### src/test_ctrl_pkg.sv
//~~~~~~~~~~~~~~~~~~~~~~~~~~~~~~
// Shared JTAG widths, instruction and TAP state encodings,
// and the bus structs of the test-control block
// Imported by the RTL modules and by the testbench
//~~~~~~~~~~~~~~~~~~~~~~~~~~~~~~
package test_ctrl_pkg;

	localparam int JTAG_IR_WIDTH = 4;
	localparam int JTAG_DR_WIDTH = 32;

	// Bit 0 must stay one for a valid IDCODE
	localparam logic [JTAG_DR_WIDTH-1:0] JTAG_ID = 32'h2B47_10C3;

	// Default OTP program pulse width
	localparam logic [7:0] OTP_PW_RESET = 8'd10;

	typedef enum logic [JTAG_IR_WIDTH-1:0] {
		IR_IDCODE     = 4'd1,
		IR_SCAN_CFG   = 4'd2,
		IR_OTP_CMD    = 4'd3,
		IR_OTP_STATUS = 4'd4,
		IR_OTP_CFG    = 4'd5,
		IR_BYPASS     = 4'd15
	} jtag_instr_e;

	// Usual 1149.1 state codes
	typedef enum logic [3:0] {
		TAP_EXIT2_DR  = 4'h0,
		TAP_EXIT1_DR  = 4'h1,
		TAP_SHIFT_DR  = 4'h2,
		TAP_PAUSE_DR  = 4'h3,
		TAP_SEL_IR    = 4'h4,
		TAP_UPDATE_DR = 4'h5,
		TAP_CAPTURE_DR = 4'h6,
		TAP_SEL_DR    = 4'h7,
		TAP_EXIT2_IR  = 4'h8,
		TAP_EXIT1_IR  = 4'h9,
		TAP_SHIFT_IR  = 4'hA,
		TAP_PAUSE_IR  = 4'hB,
		TAP_RUN_IDLE  = 4'hC,
		TAP_UPDATE_IR = 4'hD,
		TAP_CAPTURE_IR = 4'hE,
		TAP_TLR       = 4'hF
	} tap_state_e;

	typedef struct packed {
		logic tck;
		logic tms;
		logic tdi;
	} jtag_pad_t;

	typedef struct packed {
		jtag_instr_e              ir;
		logic [JTAG_DR_WIDTH-1:0] dsr;
		logic                     capture_dr;
		logic                     update_dr;
		logic                     test_logic_reset;
		logic                     shift_dr;
	} tap_status_t;

	typedef struct packed {
		logic scan;
		logic compression;
		logic vdd_iload_dis;
		logic vdd_rdiv_dis;
		logic vdd_dis;
		logic disable_osc;
	} scan_cfg_t;

	typedef struct packed {
		logic        valid;
		logic        we;
		logic [7:0]  addr;
		logic [15:0] wdata;
	} otp_cmd_t;

	typedef struct packed {
		logic        valid;
		logic        we;
		logic [7:0]  addr;
		logic [15:0] wdata;
		logic [7:0]  pulse_width;
	} otp_req_t;

	typedef struct packed {
		logic        valid;
		logic [15:0] rdata;
	} otp_rsp_t;

	typedef struct packed {
		logic [15:0] last_rdata;
		logic        read_pending;
		logic        overflow;
		logic        no_credit;
	} otp_status_t;

endpackage

### src/jtag_tap.sv
//~~~~~~~~~~~~~~~~~~~~~~~~~~~~~~
// JTAG TAP controller sampled on the system clock
// Pads are synchronized, TCK edges are detected on i_clk
// Feeds IR, DSR and the update pulses to the register bank
//~~~~~~~~~~~~~~~~~~~~~~~~~~~~~~
`timescale 1ns/1ps

module jtag_tap (
	input  logic                                   i_clk,
	input  logic                                   i_rst,
	input  test_ctrl_pkg::jtag_pad_t               i_jtag,
	input  logic [test_ctrl_pkg::JTAG_DR_WIDTH-1:0] i_capture_val,
	input  logic                                   i_dr_len_one,
	output test_ctrl_pkg::tap_status_t             o_status,
	output logic                                   o_tdo
);
	import test_ctrl_pkg::*;

	jtag_pad_t                pad_meta;
	jtag_pad_t                pad_sync;
	logic                     tck_last;
	logic                     tck_rise;
	logic                     tck_fall;
	logic                     tck_fall_q;
	tap_state_e               state;
	tap_state_e               state_next;
	logic                     update_ir;
	logic [JTAG_IR_WIDTH-1:0] ir_shift;
	jtag_instr_e              ir;
	logic [JTAG_DR_WIDTH-1:0] dsr;
	logic                     capture_dr_pulse;
	logic                     update_dr_pulse;
	logic                     tlr_pulse;

	// Two flop synchronizer, then edge detect on TCK
	always_ff @(posedge i_clk) begin
		if (i_rst) begin
			pad_meta <= '0;
			pad_sync <= '0;
			tck_last <= 1'b0;
		end else begin
			pad_meta <= i_jtag;
			pad_sync <= pad_meta;
			tck_last <= pad_sync.tck;
		end
	end

	assign tck_rise = pad_sync.tck & ~tck_last;
	assign tck_fall = ~pad_sync.tck & tck_last;

	always_comb begin
		case (state)
			TAP_TLR:        state_next = pad_sync.tms ? TAP_TLR      : TAP_RUN_IDLE;
			TAP_RUN_IDLE:   state_next = pad_sync.tms ? TAP_SEL_DR   : TAP_RUN_IDLE;
			TAP_SEL_DR:     state_next = pad_sync.tms ? TAP_SEL_IR   : TAP_CAPTURE_DR;
			TAP_CAPTURE_DR: state_next = pad_sync.tms ? TAP_EXIT1_DR : TAP_SHIFT_DR;
			TAP_SHIFT_DR:   state_next = pad_sync.tms ? TAP_EXIT1_DR : TAP_SHIFT_DR;
			TAP_EXIT1_DR:   state_next = pad_sync.tms ? TAP_UPDATE_DR : TAP_PAUSE_DR;
			TAP_PAUSE_DR:   state_next = pad_sync.tms ? TAP_EXIT2_DR : TAP_PAUSE_DR;
			TAP_EXIT2_DR:   state_next = pad_sync.tms ? TAP_UPDATE_DR : TAP_SHIFT_DR;
			TAP_UPDATE_DR:  state_next = pad_sync.tms ? TAP_SEL_DR   : TAP_RUN_IDLE;
			TAP_SEL_IR:     state_next = pad_sync.tms ? TAP_TLR      : TAP_CAPTURE_IR;
			TAP_CAPTURE_IR: state_next = pad_sync.tms ? TAP_EXIT1_IR : TAP_SHIFT_IR;
			TAP_SHIFT_IR:   state_next = pad_sync.tms ? TAP_EXIT1_IR : TAP_SHIFT_IR;
			TAP_EXIT1_IR:   state_next = pad_sync.tms ? TAP_UPDATE_IR : TAP_PAUSE_IR;
			TAP_PAUSE_IR:   state_next = pad_sync.tms ? TAP_EXIT2_IR : TAP_PAUSE_IR;
			TAP_EXIT2_IR:   state_next = pad_sync.tms ? TAP_UPDATE_IR : TAP_SHIFT_IR;
			default:        state_next = pad_sync.tms ? TAP_SEL_DR   : TAP_RUN_IDLE;
		endcase
	end

	assign update_ir = tck_rise && (state_next == TAP_UPDATE_IR);

	// State and the one cycle pulses seen by the register bank
	always_ff @(posedge i_clk) begin
		if (i_rst) begin
			state            <= TAP_TLR;
			capture_dr_pulse <= 1'b0;
			update_dr_pulse  <= 1'b0;
			tlr_pulse        <= 1'b0;
		end else begin
			if (tck_rise)
				state <= state_next;
			capture_dr_pulse <= tck_rise && (state == TAP_CAPTURE_DR);
			update_dr_pulse  <= tck_rise && (state_next == TAP_UPDATE_DR);
			tlr_pulse        <= tck_rise && (state_next == TAP_TLR) && (state != TAP_TLR);
		end
	end

	// Instruction register, back to IDCODE while in Test-Logic-Reset
	always_ff @(posedge i_clk) begin
		if (i_rst)
			ir <= IR_IDCODE;
		else if (update_ir)
			ir <= jtag_instr_e'(ir_shift);
		else if (state == TAP_TLR)
			ir <= IR_IDCODE;
	end

	// Shift paths, LSB first
	always_ff @(posedge i_clk) begin
		if (tck_rise) begin
			case (state)
				TAP_CAPTURE_DR: dsr <= i_capture_val;
				TAP_SHIFT_DR: begin
					if (i_dr_len_one)
						dsr[0] <= pad_sync.tdi;
					else
						dsr <= {pad_sync.tdi, dsr[JTAG_DR_WIDTH-1:1]};
				end
				TAP_CAPTURE_IR: ir_shift <= {{(JTAG_IR_WIDTH-2){1'b0}}, 2'b01};
				TAP_SHIFT_IR:   ir_shift <= {pad_sync.tdi, ir_shift[JTAG_IR_WIDTH-1:1]};
				default: ;
			endcase
		end
	end

	// TDO follows one cycle after the recognized falling edge
	always_ff @(posedge i_clk) begin
		if (i_rst) begin
			tck_fall_q <= 1'b0;
			o_tdo      <= 1'b0;
		end else begin
			tck_fall_q <= tck_fall;
			if (tck_fall_q) begin
				if (state == TAP_SHIFT_DR)
					o_tdo <= dsr[0];
				else if (state == TAP_SHIFT_IR)
					o_tdo <= ir_shift[0];
				else
					o_tdo <= 1'b0;
			end
		end
	end

	assign o_status.ir               = ir;
	assign o_status.dsr              = dsr;
	assign o_status.capture_dr       = capture_dr_pulse;
	assign o_status.update_dr        = update_dr_pulse;
	assign o_status.test_logic_reset = tlr_pulse;
	assign o_status.shift_dr         = (state == TAP_SHIFT_DR);

endmodule

### config.mk
export PLATFORM = sky130hd
export DESIGN_NAME = jtag_tap
export DESIGN_NICKNAME = d
export VERILOG_FILES = /design/src/test_ctrl_pkg.sv /design/src/jtag_tap.sv
export SDC_FILE = /design/constraint.sdc
export NUM_CORES = 1
export LEC_CHECK = 0
export BUFFER_PORTS_ARGS = -buffer_cell sky130_fd_sc_hd__buf_2
export CORE_MARGIN = 2
export CORE_UTILIZATION = 45
export DETAILED_ROUTE_END_ITERATION = 12
export PLACE_DENSITY = 0.78
export SETUP_SLACK_MARGIN = 0.05
export SLEW_MARGIN = 20
export SYNTH_ARGS = -nofsm -noshare
export SYNTH_HDL_FRONTEND = slang
export SYNTH_SLANG_ARGS = --single-unit
### constraint.sdc
create_clock -name i_clk -period 2.7 [get_ports i_clk]
set_input_delay 0.135 -clock i_clk [delete_from_list [all_inputs] [get_ports i_clk]]
set_output_delay 0.135 -clock i_clk [all_outputs]
set_load 0.02 [all_outputs]
==> results of run 1 <==
[stage by stage]
stage	cell area, sq um	instances
after floorplan	2480	174
after global placement	2890	313
after detailed placement	2890	313
after CTS	2980	321
after global routing	2980	321
final	2980	321
[cell usage after synthesis, types with 4 or more instances]
cell type	count
o21ai_0	4
nand3_1	4
nand2_1	6
edfxtp_1	36
inv_1	5
nor2b_1	8
mux2_2	11
buf_6	4
nor3b_1	4
mux2_4	20
dfxtp_1	20
nand2b_1	5
a21oi_1	8
[kinds of logic after synthesis]
family	Yosys count
compound gates	22
buf+inv	16
flops	56
mux	33
simple gates	47
[power by group]
group | total, uW | internal (uW) | switching, uW
clock | 426 | 176 | 250
combinational | 92.2 | 57.5 | 34.7
sequential | 931 | 916 | 15.0
[worst reg2reg max path: cells and delay by family, from the launching register on]
kind,cells,cell delay [ns]
AND/OR/NAND/NOR,2,0.65
AO/OA/AOI/OAI,1,0.13
flip-flops,1,0.56
buffers and inverters,1,0.37
[final cells by class]
class | count | area, sq um
inverter | 5 | 18.8
clock inverter | 3 | 13.8
sequential | 56 | 1480
clock buffer | 5 | 68.8
timing repair buffer | 80 | 405
fill | 456 | 2230
tap | 70 | 87.6
multi-input combinational | 102 | 900
[registers in the layout, summed over array words and instances, names as in the netlist]
register / cells
capture_dr_pulse: 1
tlr_pulse: 1
dsr: 32
ir: 4
update_dr_pulse: 1
tck_fall_q: 1
o_tdo: 1
ir_shift: 4
pad_sync: 3
state: 4
tck_last: 1
pad_meta: 3
[how the worst max path moves through the flow]
stage / start / endpoint
4_1_cts: state[1] / dsr[31]
2_1_floorplan: state[0] / dsr[10]
5_1_grt: state[1] / dsr[1]
3_5_place_dp: state[1] / dsr[9]
3_3_place_gp: state[1] / dsr[30]
6_report: state[1] / dsr[18]
[layer usage]
layer	up-vias	share of wire (%)
li1	791	-
met1	760	44
met2	62	47
met3	13	6.1
met4	0	3.5
met5	-	0
==> results.ini, run 1 <==
[outcome]
status = complete, no violations

[synth]
ys_seq_area_share_pct = 59.9
synth.area.mux_share_pct = 18.0
synthAdderAreaFrac_pct = 0
async_flop_share_pct = 0
synthXorXnorAreaFrac_pct = 0
ys_warn_count = 0
synth_top_area_share_pct = 43.7
synth_area_leader_cell = edfxtp_1
synth_compound_area_share_pct = 5.72
synth_area_per_cell_sq_um = 14.2
synth-seq-cells = 56
synthDistinctLibCells = 37
synth_top_family_by_area = multiplexers
synth_top_flop_cell = edfxtp_1
synth_area_leaders = edfxtp_1, dfxtp_1, mux2_4
synthSimpleGateAreaFrac_pct = 12.2
syn_inst = 174
netlist_area_sq_um = 2470
synth_enable_flop_cells = 36
syn_nets = 212

[timing]
setup_slack_ns = 0.634
skew_ns = 0.00847
slew_headroom_pct = 64.3
period_share_pct = 76.5
whs_ns = 0.0362
rsz0062_at_grt = no
final-hold-violation-count = 0
finalMaxSlewViolations = 0
worst_pin_slew_ns = 0.535
final-setup-viol-count = 0
tns_ns = 0
fin_crit_ns = 2.07
max_freq_ghz = 0.484

[worst_setup_path]
worstSetupPathType = reg -> reg
rr_worst_depth = 4
r2r_start = state[1]
crit_chain = nand2b_1 -> or3_1 -> a21oi_4 -> buf_4
crit_path_end_kind = register
worstSetupStartpointType = register
path_buf_inv = 1
path_depth = 4
crit_path_top_delay_cell = dfxtp_1
cp_data_required_time_ns = 2.67
reg2reg_to = dsr[18]
worst-r2r-setup-slack_ns = 0.63
critical_path.max_fanout = 31
crit_arrival_ns = 2.04
critical_path.max_stage_delay_ns = 0.56
crit_family = simple AND/OR/NAND/NOR gates

[floorplanning]
die_h_um = 78.1
initial_utilization_pct = 47.5
dieArea_sq_um = 6100
num_rows = 26
dieWidth_um = 78.1
fp.coreArea_sq_um = 5200
io_pins = 79

[global_routing]
grt.met2_usage_pct = 23.9
grt_max_degree = 35
overflow = 0
track_usage_pct = 15.7
first_global_vias = 1505
gr-usage-met1_pct = 20.7
met3_usage_pct = 3.45
antenna_found_initial = 0
grt_busiest_layer = met2
grt_pass1_wl_um = 7410

[routing]
antenna_left = 0
drc = 0
vias = 1626
drtIter0Drc = 148
wirelength_um = 4620
viasPerCell = 5.07
wire_per_inst_um = 14.4
first_pass_iters = 4

[clock_tree]
clock_latency_ns = 0.31
clock-root-buffer = clkbuf_8
post_cts.repair.setup_buffers = 0
htreeDepth = 2
cts_resized = 0
cts_tree = built
ctsHoldBuffers = 0
ctsLongestPathBuffers = 2
numClockSinks = 56
clk_pin_slew_worst_paths_ns = 0.09
numCtsBuffers = 5

[placed_design]
place_hpwl_um = 3260
gp_congestion = 0.891
pre_cts_ws_ns = 0.665
io_buffers = 78

[power_and_ir_drop]
finalPower_uw = 1450
max-vdd-ir-drop_mv = 0.295
p_leak_uw = 0.00123
power_density_nw_per_um2 = 487

[cells_and_area]
most-common-layout-cells = buf_2, edfxtp_1, mux2_4, dfxtp_1, mux2_2
antenna_cells = 0
drive_above_1_share_pct = 48.6
utilization_pct = 57.2
syn2layout_area_growth_pct = 20.3
layout_commonest_cell = buf_2
fin_nets = 288

[run]
maxCapViolCount = 0

[hold_path]
hp-class = in -> reg
worstHoldStart = i_jtag[1]
worstHoldPathCells = 2
holdPathEnd = pad_meta[1]

Power figures use the tool's default switching activity.
==> inputs of run 2 (changes only) <==
--- a/config.mk
+++ b/config.mk
@@ -5,11 +5,12 @@
 export SDC_FILE = /design/constraint.sdc
 export NUM_CORES = 1
 export LEC_CHECK = 0
+export ABC_AREA = 1
 export BUFFER_PORTS_ARGS = -buffer_cell sky130_fd_sc_hd__buf_2
 export CORE_MARGIN = 2
-export CORE_UTILIZATION = 45
+export CORE_UTILIZATION = 50
 export DETAILED_ROUTE_END_ITERATION = 12
-export PLACE_DENSITY = 0.78
+export PLACE_DENSITY = 0.82
 export SETUP_SLACK_MARGIN = 0.05
 export SLEW_MARGIN = 20
 export SYNTH_ARGS = -nofsm -noshare
==> constraint.sdc (replaced) <==
create_clock -name i_clk -period 2 [get_ports i_clk]
set_input_delay 0.1 -clock i_clk [delete_from_list [all_inputs] [get_ports i_clk]]
set_output_delay 0.1 -clock i_clk [all_outputs]
set_load 0.02 [all_outputs]
==> run 2 against run 1 <==
Net effect:
- clock skew up 0.0038 ns
- core utilization up 6.0 points
- combinational power up 52%
- sequential power up 34%
- first-iteration DRC count down 11%
==> results.ini, run 2 <==
[synth]
ys_seq_area_share_pct = 62.2  ; +2.2 points
synth_top_flop_cell = edfxtp_1
synth_area_per_cell_sq_um = 8.96  ; -37%
synth_top_area_share_pct = 45.4  ; +1.6 points
synth_enable_flop_cells = 36  ; unchanged
async_flop_share_pct = 0  ; unchanged
synthTopCellsByCount = nand2_1, edfxtp_1, dfxtp_1, nor2_1, inv_1
synth-seq-cells = 56  ; unchanged
ys_warn_count = 0  ; unchanged
netlist_area_sq_um = 2380  ; -3.6%
syn_inst = 266  ; +53%
synth_most_common_cell = nand2_1
synthDistinctLibCells = 21  ; -43%
synth_area_leaders = edfxtp_1, nand2_1, dfxtp_1
syn_nets = 304  ; +43%
synth_area_leader_cell = edfxtp_1

[routing]
wire_per_inst_um = 12.5  ; -13%
drc = 0  ; unchanged
antenna_left = 0  ; unchanged
drtIter0Drc = 131  ; -11%
wirelength_um = 5010  ; +8.6%
viasPerCell = 4.93  ; -2.6%
first_pass_iters = 4  ; unchanged
vias = 1973  ; +21%

[cells_and_area]
syn2layout_area_growth_pct = 23.6
antenna_cells = 0  ; unchanged
regMostFlops = dsr
drive_above_1_share_pct = 29.5  ; -19 points
design_area_sq_um = 2950  ; -1.0%
layout_commonest_cell = nand2_1
fin_nets = 383  ; +33%
most-common-layout-cells = nand2_1, buf_2, edfxtp_1
largest_reg_flops = 32  ; unchanged

[timing]
skew_ns = 0.0123  ; +0.00380 ns
tns_ns = 0  ; unchanged
max_freq_ghz = 0.557
slew_headroom_pct = 60.5  ; -3.8 points
final-setup-viol-count = 0  ; unchanged
period_share_pct = 89.8
rsz0062_at_grt = no
worst_pin_slew_ns = 0.589  ; +0.0532 ns
final-hold-violation-count = 0  ; unchanged
finalMaxSlewViolations = 0  ; unchanged
fin_crit_ns = 1.80
whs_ns = 0.0468  ; +0.0106 ns

[floorplanning]
fp.coreArea_sq_um = 4660  ; -10%
num_rows = 25  ; -3.8%
die_h_um = 73.0  ; -6.5%
dieWidth_um = 73.0  ; -6.5%
dieArea_sq_um = 5340  ; -13%
initial_utilization_pct = 51.1  ; +3.6 points
io_pins = 79  ; unchanged

[global_routing]
grt_pass1_wl_um = 7710  ; +4.0%
grt_max_degree = 33  ; -5.7%
overflow = 0  ; unchanged
first_global_vias = 1791  ; +19%
track_usage_pct = 18.8  ; +3.1 points
antenna_found_initial = 0  ; unchanged

[clock_tree]
cts_tree = built
clk_pin_slew_worst_paths_ns = 0.11  ; +0.02 ns
ctsLongestPathBuffers = 2  ; unchanged
numCtsBuffers = 5  ; unchanged
htreeDepth = 2  ; unchanged
numClockSinks = 56  ; unchanged
clock-root-buffer = clkbuf_8
clock_latency_ns = 0.31  ; about the same

[worst_setup_path]
crit_path_end_kind = output pin
crit_arrival_ns = 1.70  ; -0.34 ns
cp_data_required_time_ns = 1.90  ; -0.77 ns
worstSetupPathType = reg -> out
critical_path.max_fanout = 32  ; +3.2%
worstSetupStartpointType = register

[outcome]
status = complete, no violations

[power_and_ir_drop]
max-vdd-ir-drop_mv = 0.524  ; +77%
power_density_nw_per_um2 = 683  ; +40%
finalPower_uw = 2010  ; +39%
p_leak_uw = 0.00138  ; +12%

[placed_design]
io_buffers = 78  ; unchanged
place_area_sq_um = 2820  ; -2.6%
gp_congestion = 0.895  ; +0.48%
place_hpwl_um = 3580  ; +9.8%

[run]
maxCapViolCount = 0  ; unchanged

[hold_path]
hp-class = in -> reg

[run 2: changes by cell type after synthesis, sizes merged, moves of 5 or more]
cell    delta
nand2    +110
mux2      -31
inv       +18
nor2      +18
nor2b      -8
nand3      +7
nand2b     -5
o21ai      +5
[run 2: what timing repair did]
action | 4_1_cts | 5_1_grt
hold buffers | 3 | 0
resized for setup | 1 | 1
hold endpoints to repair | 3 | 0
endpoints found under the setup margin | 1 | 1
setup buffers | 0 | 0
[run 2: cell families (layout without fill, tap and decap cells)]
group                  after synthesis  in the layout  synth area share (%)
DFF                                 56             56                  62.2
AOI/OAI and AO/OA                   20             20                  4.78
and+or+nand+nor                    156            156                  26.6
buffers and inverters               34            114                  6.46
[run 2: critical path: stages, from the launching register on]
cell,delay (ns)
dfxtp_2,0.39
inv_2,0.07
nor2_4,0.15
nand2_2,0.26
inv_6,0.29
buf_2,0.21
[run 2: power by group]
part	internal [uW]	switching (uW)	leakage (uW)	total (uW)
Combinational	62.8	77.4	0.000850	140
Clock	249	374	0.0000404	623
Sequential	1240	11.6	0.000492	1250
[run 2: final cells by class]
cell class / instances / area [sq um]
clock buffers: 5 / 68.8
fillers: 385 / 1720
repair buffers: 83 / 448
well taps: 54 / 67.6
flip-flops and latches: 56 / 1480
multi-input cells: 176 / 763
clock inverters: 3 / 23.8
inverters: 23 / 91.3
[run 2: per-layer routing]
metal	vias to the layer above	GRT usage [%]	wire length, um	part of all wire (%)
met3	6	5.52	380	7.6
met5	-	0	0	0
li1	1004	-	-	-
met1	888	23.3	2230	44
met2	75	31.8	2340	47
met4	0	5.35	57	1.1
[run 2: final timing paths]
| path | start | to | slack [ns] | cells after the start |
|---|---|---|---|---|
| setup / recovery | state[1] | o_status[0] | 0.20 | 5 |
| hold / removal | i_capture_val[10] | dsr[10] | 0.05 | 3 |
| setup reg to reg | state[1] | dsr[0] | 0.45 | 6 |
| hold reg to reg | pad_meta[2] | pad_sync[2] | 0.42 | 2 |
[run 2: per-stage QoR]
| stage | utilization (%) | instances | setup WS (ns) |
|---|---|---|---|
| 2_1_floorplan | - | 266 | 0.0663 |
| 3_3_place_gp | 60.5 | 389 | 0.405 |
| 3_5_place_dp | 60.5 | 389 | 0.269 |
| 4_1_cts | 63.1 | 400 | 0.157 |
| 5_1_grt | 63.2 | 400 | 0.0831 |
| 6_report | 63.2 | 400 | 0.204 |
==> inputs of run 3 (changes only) <==
--- a/config.mk
+++ b/config.mk
@@ -8,9 +8,10 @@
 export ABC_AREA = 1
 export BUFFER_PORTS_ARGS = -buffer_cell sky130_fd_sc_hd__buf_2
 export CORE_MARGIN = 2
-export CORE_UTILIZATION = 50
+export CORE_UTILIZATION = 52
+export CTS_BUF_LIST = sky130_fd_sc_hd__clkbuf_8
 export DETAILED_ROUTE_END_ITERATION = 12
-export PLACE_DENSITY = 0.82
+export PLACE_DENSITY = 0.85
 export SETUP_SLACK_MARGIN = 0.05
 export SLEW_MARGIN = 20
 export SYNTH_ARGS = -nofsm -noshare
==> run 3 against run 2 <==
Net effect:
- flip-flop and latch count stayed put
- fmax is 2.8% higher
- highest routed layer unchanged
- clock power hardly changed
- global-route usage is 0.79 points higher
- sequential share of layout area is 0.19 points higher
==> results.ini, run 3 (synthesis gave the netlist of run 2 again) <==
[floorplanning]
dieWidth_um = 71.7  ; -1.8%
io_pins = 79  ; unchanged
num_rows = 24  ; -4.0%
dieArea_sq_um = 5140  ; -3.6%
die_h_um = 71.7  ; -1.8%
fp.coreArea_sq_um = 4380  ; -5.9%
initial_utilization_pct = 54.4  ; +3.2 points

[global_routing]
first_global_vias = 1792  ; +0.056%
antenna_found_initial = 0  ; unchanged
grt_max_degree = 35  ; +6.1%
track_usage_pct = 19.6  ; +0.79 points
grt_pass1_wl_um = 7830  ; +1.6%
overflow = 0  ; unchanged

[routing]
vias = 1981  ; +0.41%
viasPerCell = 4.96  ; +0.66%
antenna_left = 0  ; unchanged
wirelength_um = 5080  ; +1.4%
wire_per_inst_um = 12.7  ; +1.6%
first_pass_iters = 4  ; unchanged
drtIter0Drc = 197  ; +50%
drc = 0  ; unchanged

[hold_path]
worstHoldStart = i_capture_val[15]
hp-class = in -> reg
holdPathEnd = dsr[15]
worstHoldPathCells = 3  ; unchanged

[worst_setup_path]
r2r_start = state[1]
critical_path.max_fanout = 32  ; unchanged
worstSetupPathType = reg -> out
worst-r2r-setup-slack_ns = 0.43  ; -0.02 ns
critical_path.max_stage_delay_ns = 0.40  ; about the same
crit_chain = inv_2 -> nor2_4 -> nand2_2 -> inv_2 -> buf_2
crit_top_cell = inv_2
crit_path_end_kind = output pin
rr_worst_depth = 5  ; -1
crit_path_top_delay_cell = dfxtp_2
crit_arrival_ns = 1.65  ; -0.05 ns
worstSetupStartpointType = register
reg2reg_to = dsr[4]
cp_data_required_time_ns = 1.90  ; about the same

[clock_tree]
cts_tree = built
numCtsBuffers = 5  ; unchanged
ctsHoldBuffers = 3  ; unchanged
clock_latency_ns = 0.30  ; about the same
cts_resized = 0  ; -1
clk_pin_slew_worst_paths_ns = 0.10  ; about the same
clock-root-buffer = clkbuf_8
ctsLongestPathBuffers = 2  ; unchanged
htreeDepth = 2  ; unchanged
numClockSinks = 56  ; unchanged
post_cts.repair.setup_buffers = 0  ; unchanged

[cells_and_area]
largest_reg_flops = 32  ; unchanged
finalNonFillerCells = 399  ; -0.25%
fin_nets = 384  ; +0.26%
regMostFlops = dsr
syn2layout_area_growth_pct = 23.1
layout_commonest_cell = nand2_1
design_area_sq_um = 2930  ; -0.38%
drive_above_1_share_pct = 29.4  ; -0.085 points
most-common-layout-cells = nand2_1, buf_2, edfxtp_1
antenna_cells = 0  ; unchanged

[placed_design]
gp_congestion = 0.832  ; -7.0%
io_buffers = 78  ; unchanged
placed_cells = 388  ; -0.26%
place_area_sq_um = 2810  ; -0.27%
place_hpwl_um = 3780  ; +5.6%

[timing]
rsz0062_at_grt = no
slew_headroom_pct = 62.8  ; +2.3 points
whs_ns = 0.0603  ; +0.0135 ns
period_share_pct = 87.3  ; -2.5 points
final-hold-violation-count = 0  ; unchanged
final-setup-viol-count = 0  ; unchanged
skew_ns = 0.00668  ; -0.00560 ns
max_freq_ghz = 0.572  ; +2.8%
fin_crit_ns = 1.75  ; -0.0494 ns
tns_ns = 0  ; unchanged
worst_pin_slew_ns = 0.554  ; -0.0347 ns
finalMaxSlewViolations = 0  ; unchanged

[power_and_ir_drop]
power_density_nw_per_um2 = 685  ; +0.20%
max-vdd-ir-drop_mv = 0.613  ; +17%
p_leak_uw = 0.00139  ; +0.92%
finalPower_uw = 2010  ; -0.18%

[outcome]
status = complete, no violations

[run]
maxCapViolCount = 0  ; unchanged

## run 3: cell count changes in the layout (fill, tap and decap cells not counted), sizes merged
cell,delta
buf,+1
clkbuf,+1
clkinv,-1
clkinvlp,-1
inv,+1
## run 3: how the worst max path moves through the flow
stage                   from          end  slack (ns)  cells after the start
global placement    state[1]       dsr[8]        0.49                      5
CTS                 state[1]  o_status[0]        0.26                      5
detailed placement  state[1]       dsr[9]        0.44                      5
finish              state[1]  o_status[0]        0.25                      5
floorplan           state[1]      dsr[10]        0.07                      4
global route        state[1]  o_status[0]        0.14                      5
## run 3: routing by layer
| metal | global-route usage [%] | up-vias | part of all wire [%] |
|---|---|---|---|
| met5 | 0 | - | 0 |
| met4 | 5.03 | 0 | 0.87 |
| met3 | 4.64 | 5 | 7.0 |
| met2 | 32.5 | 73 | 48 |
| met1 | 26.1 | 901 | 44 |
| li1 | - | 1002 | - |
## run 3: where the power goes
group | internal [uW] | switching (uW)
clock | 277 | 343
sequential | 1240 | 11.6
combinational | 62.7 | 77.4
total | 1580 | 432
## run 3: stage by stage
stage	util [%]	setup WS [ns]
final	66.9	0.253
after global routing	66.9	0.143
after CTS	66.9	0.258
after detailed placement	64.1	0.445
after global placement	64.1	0.491
after floorplan	-	0.0663
## run 3: critical path, delay by kind of cell, from the launching register on
kind	cells	cell delay (ns)
and+or+nand+nor	2	0.22
buffers and inverters	3	0.72
DFF	1	0.40
## run 3: final cells by class
type | count | area, sq um
Clock inverter | 2 | 11.3
Timing Repair Buffer | 84 | 443
Multi-Input combinational cell | 176 | 763
Sequential cell | 56 | 1480
Tap cell | 52 | 65.1
Fill cell | 350 | 1450
Inverter | 23 | 86.3
Clock buffer | 6 | 82.6
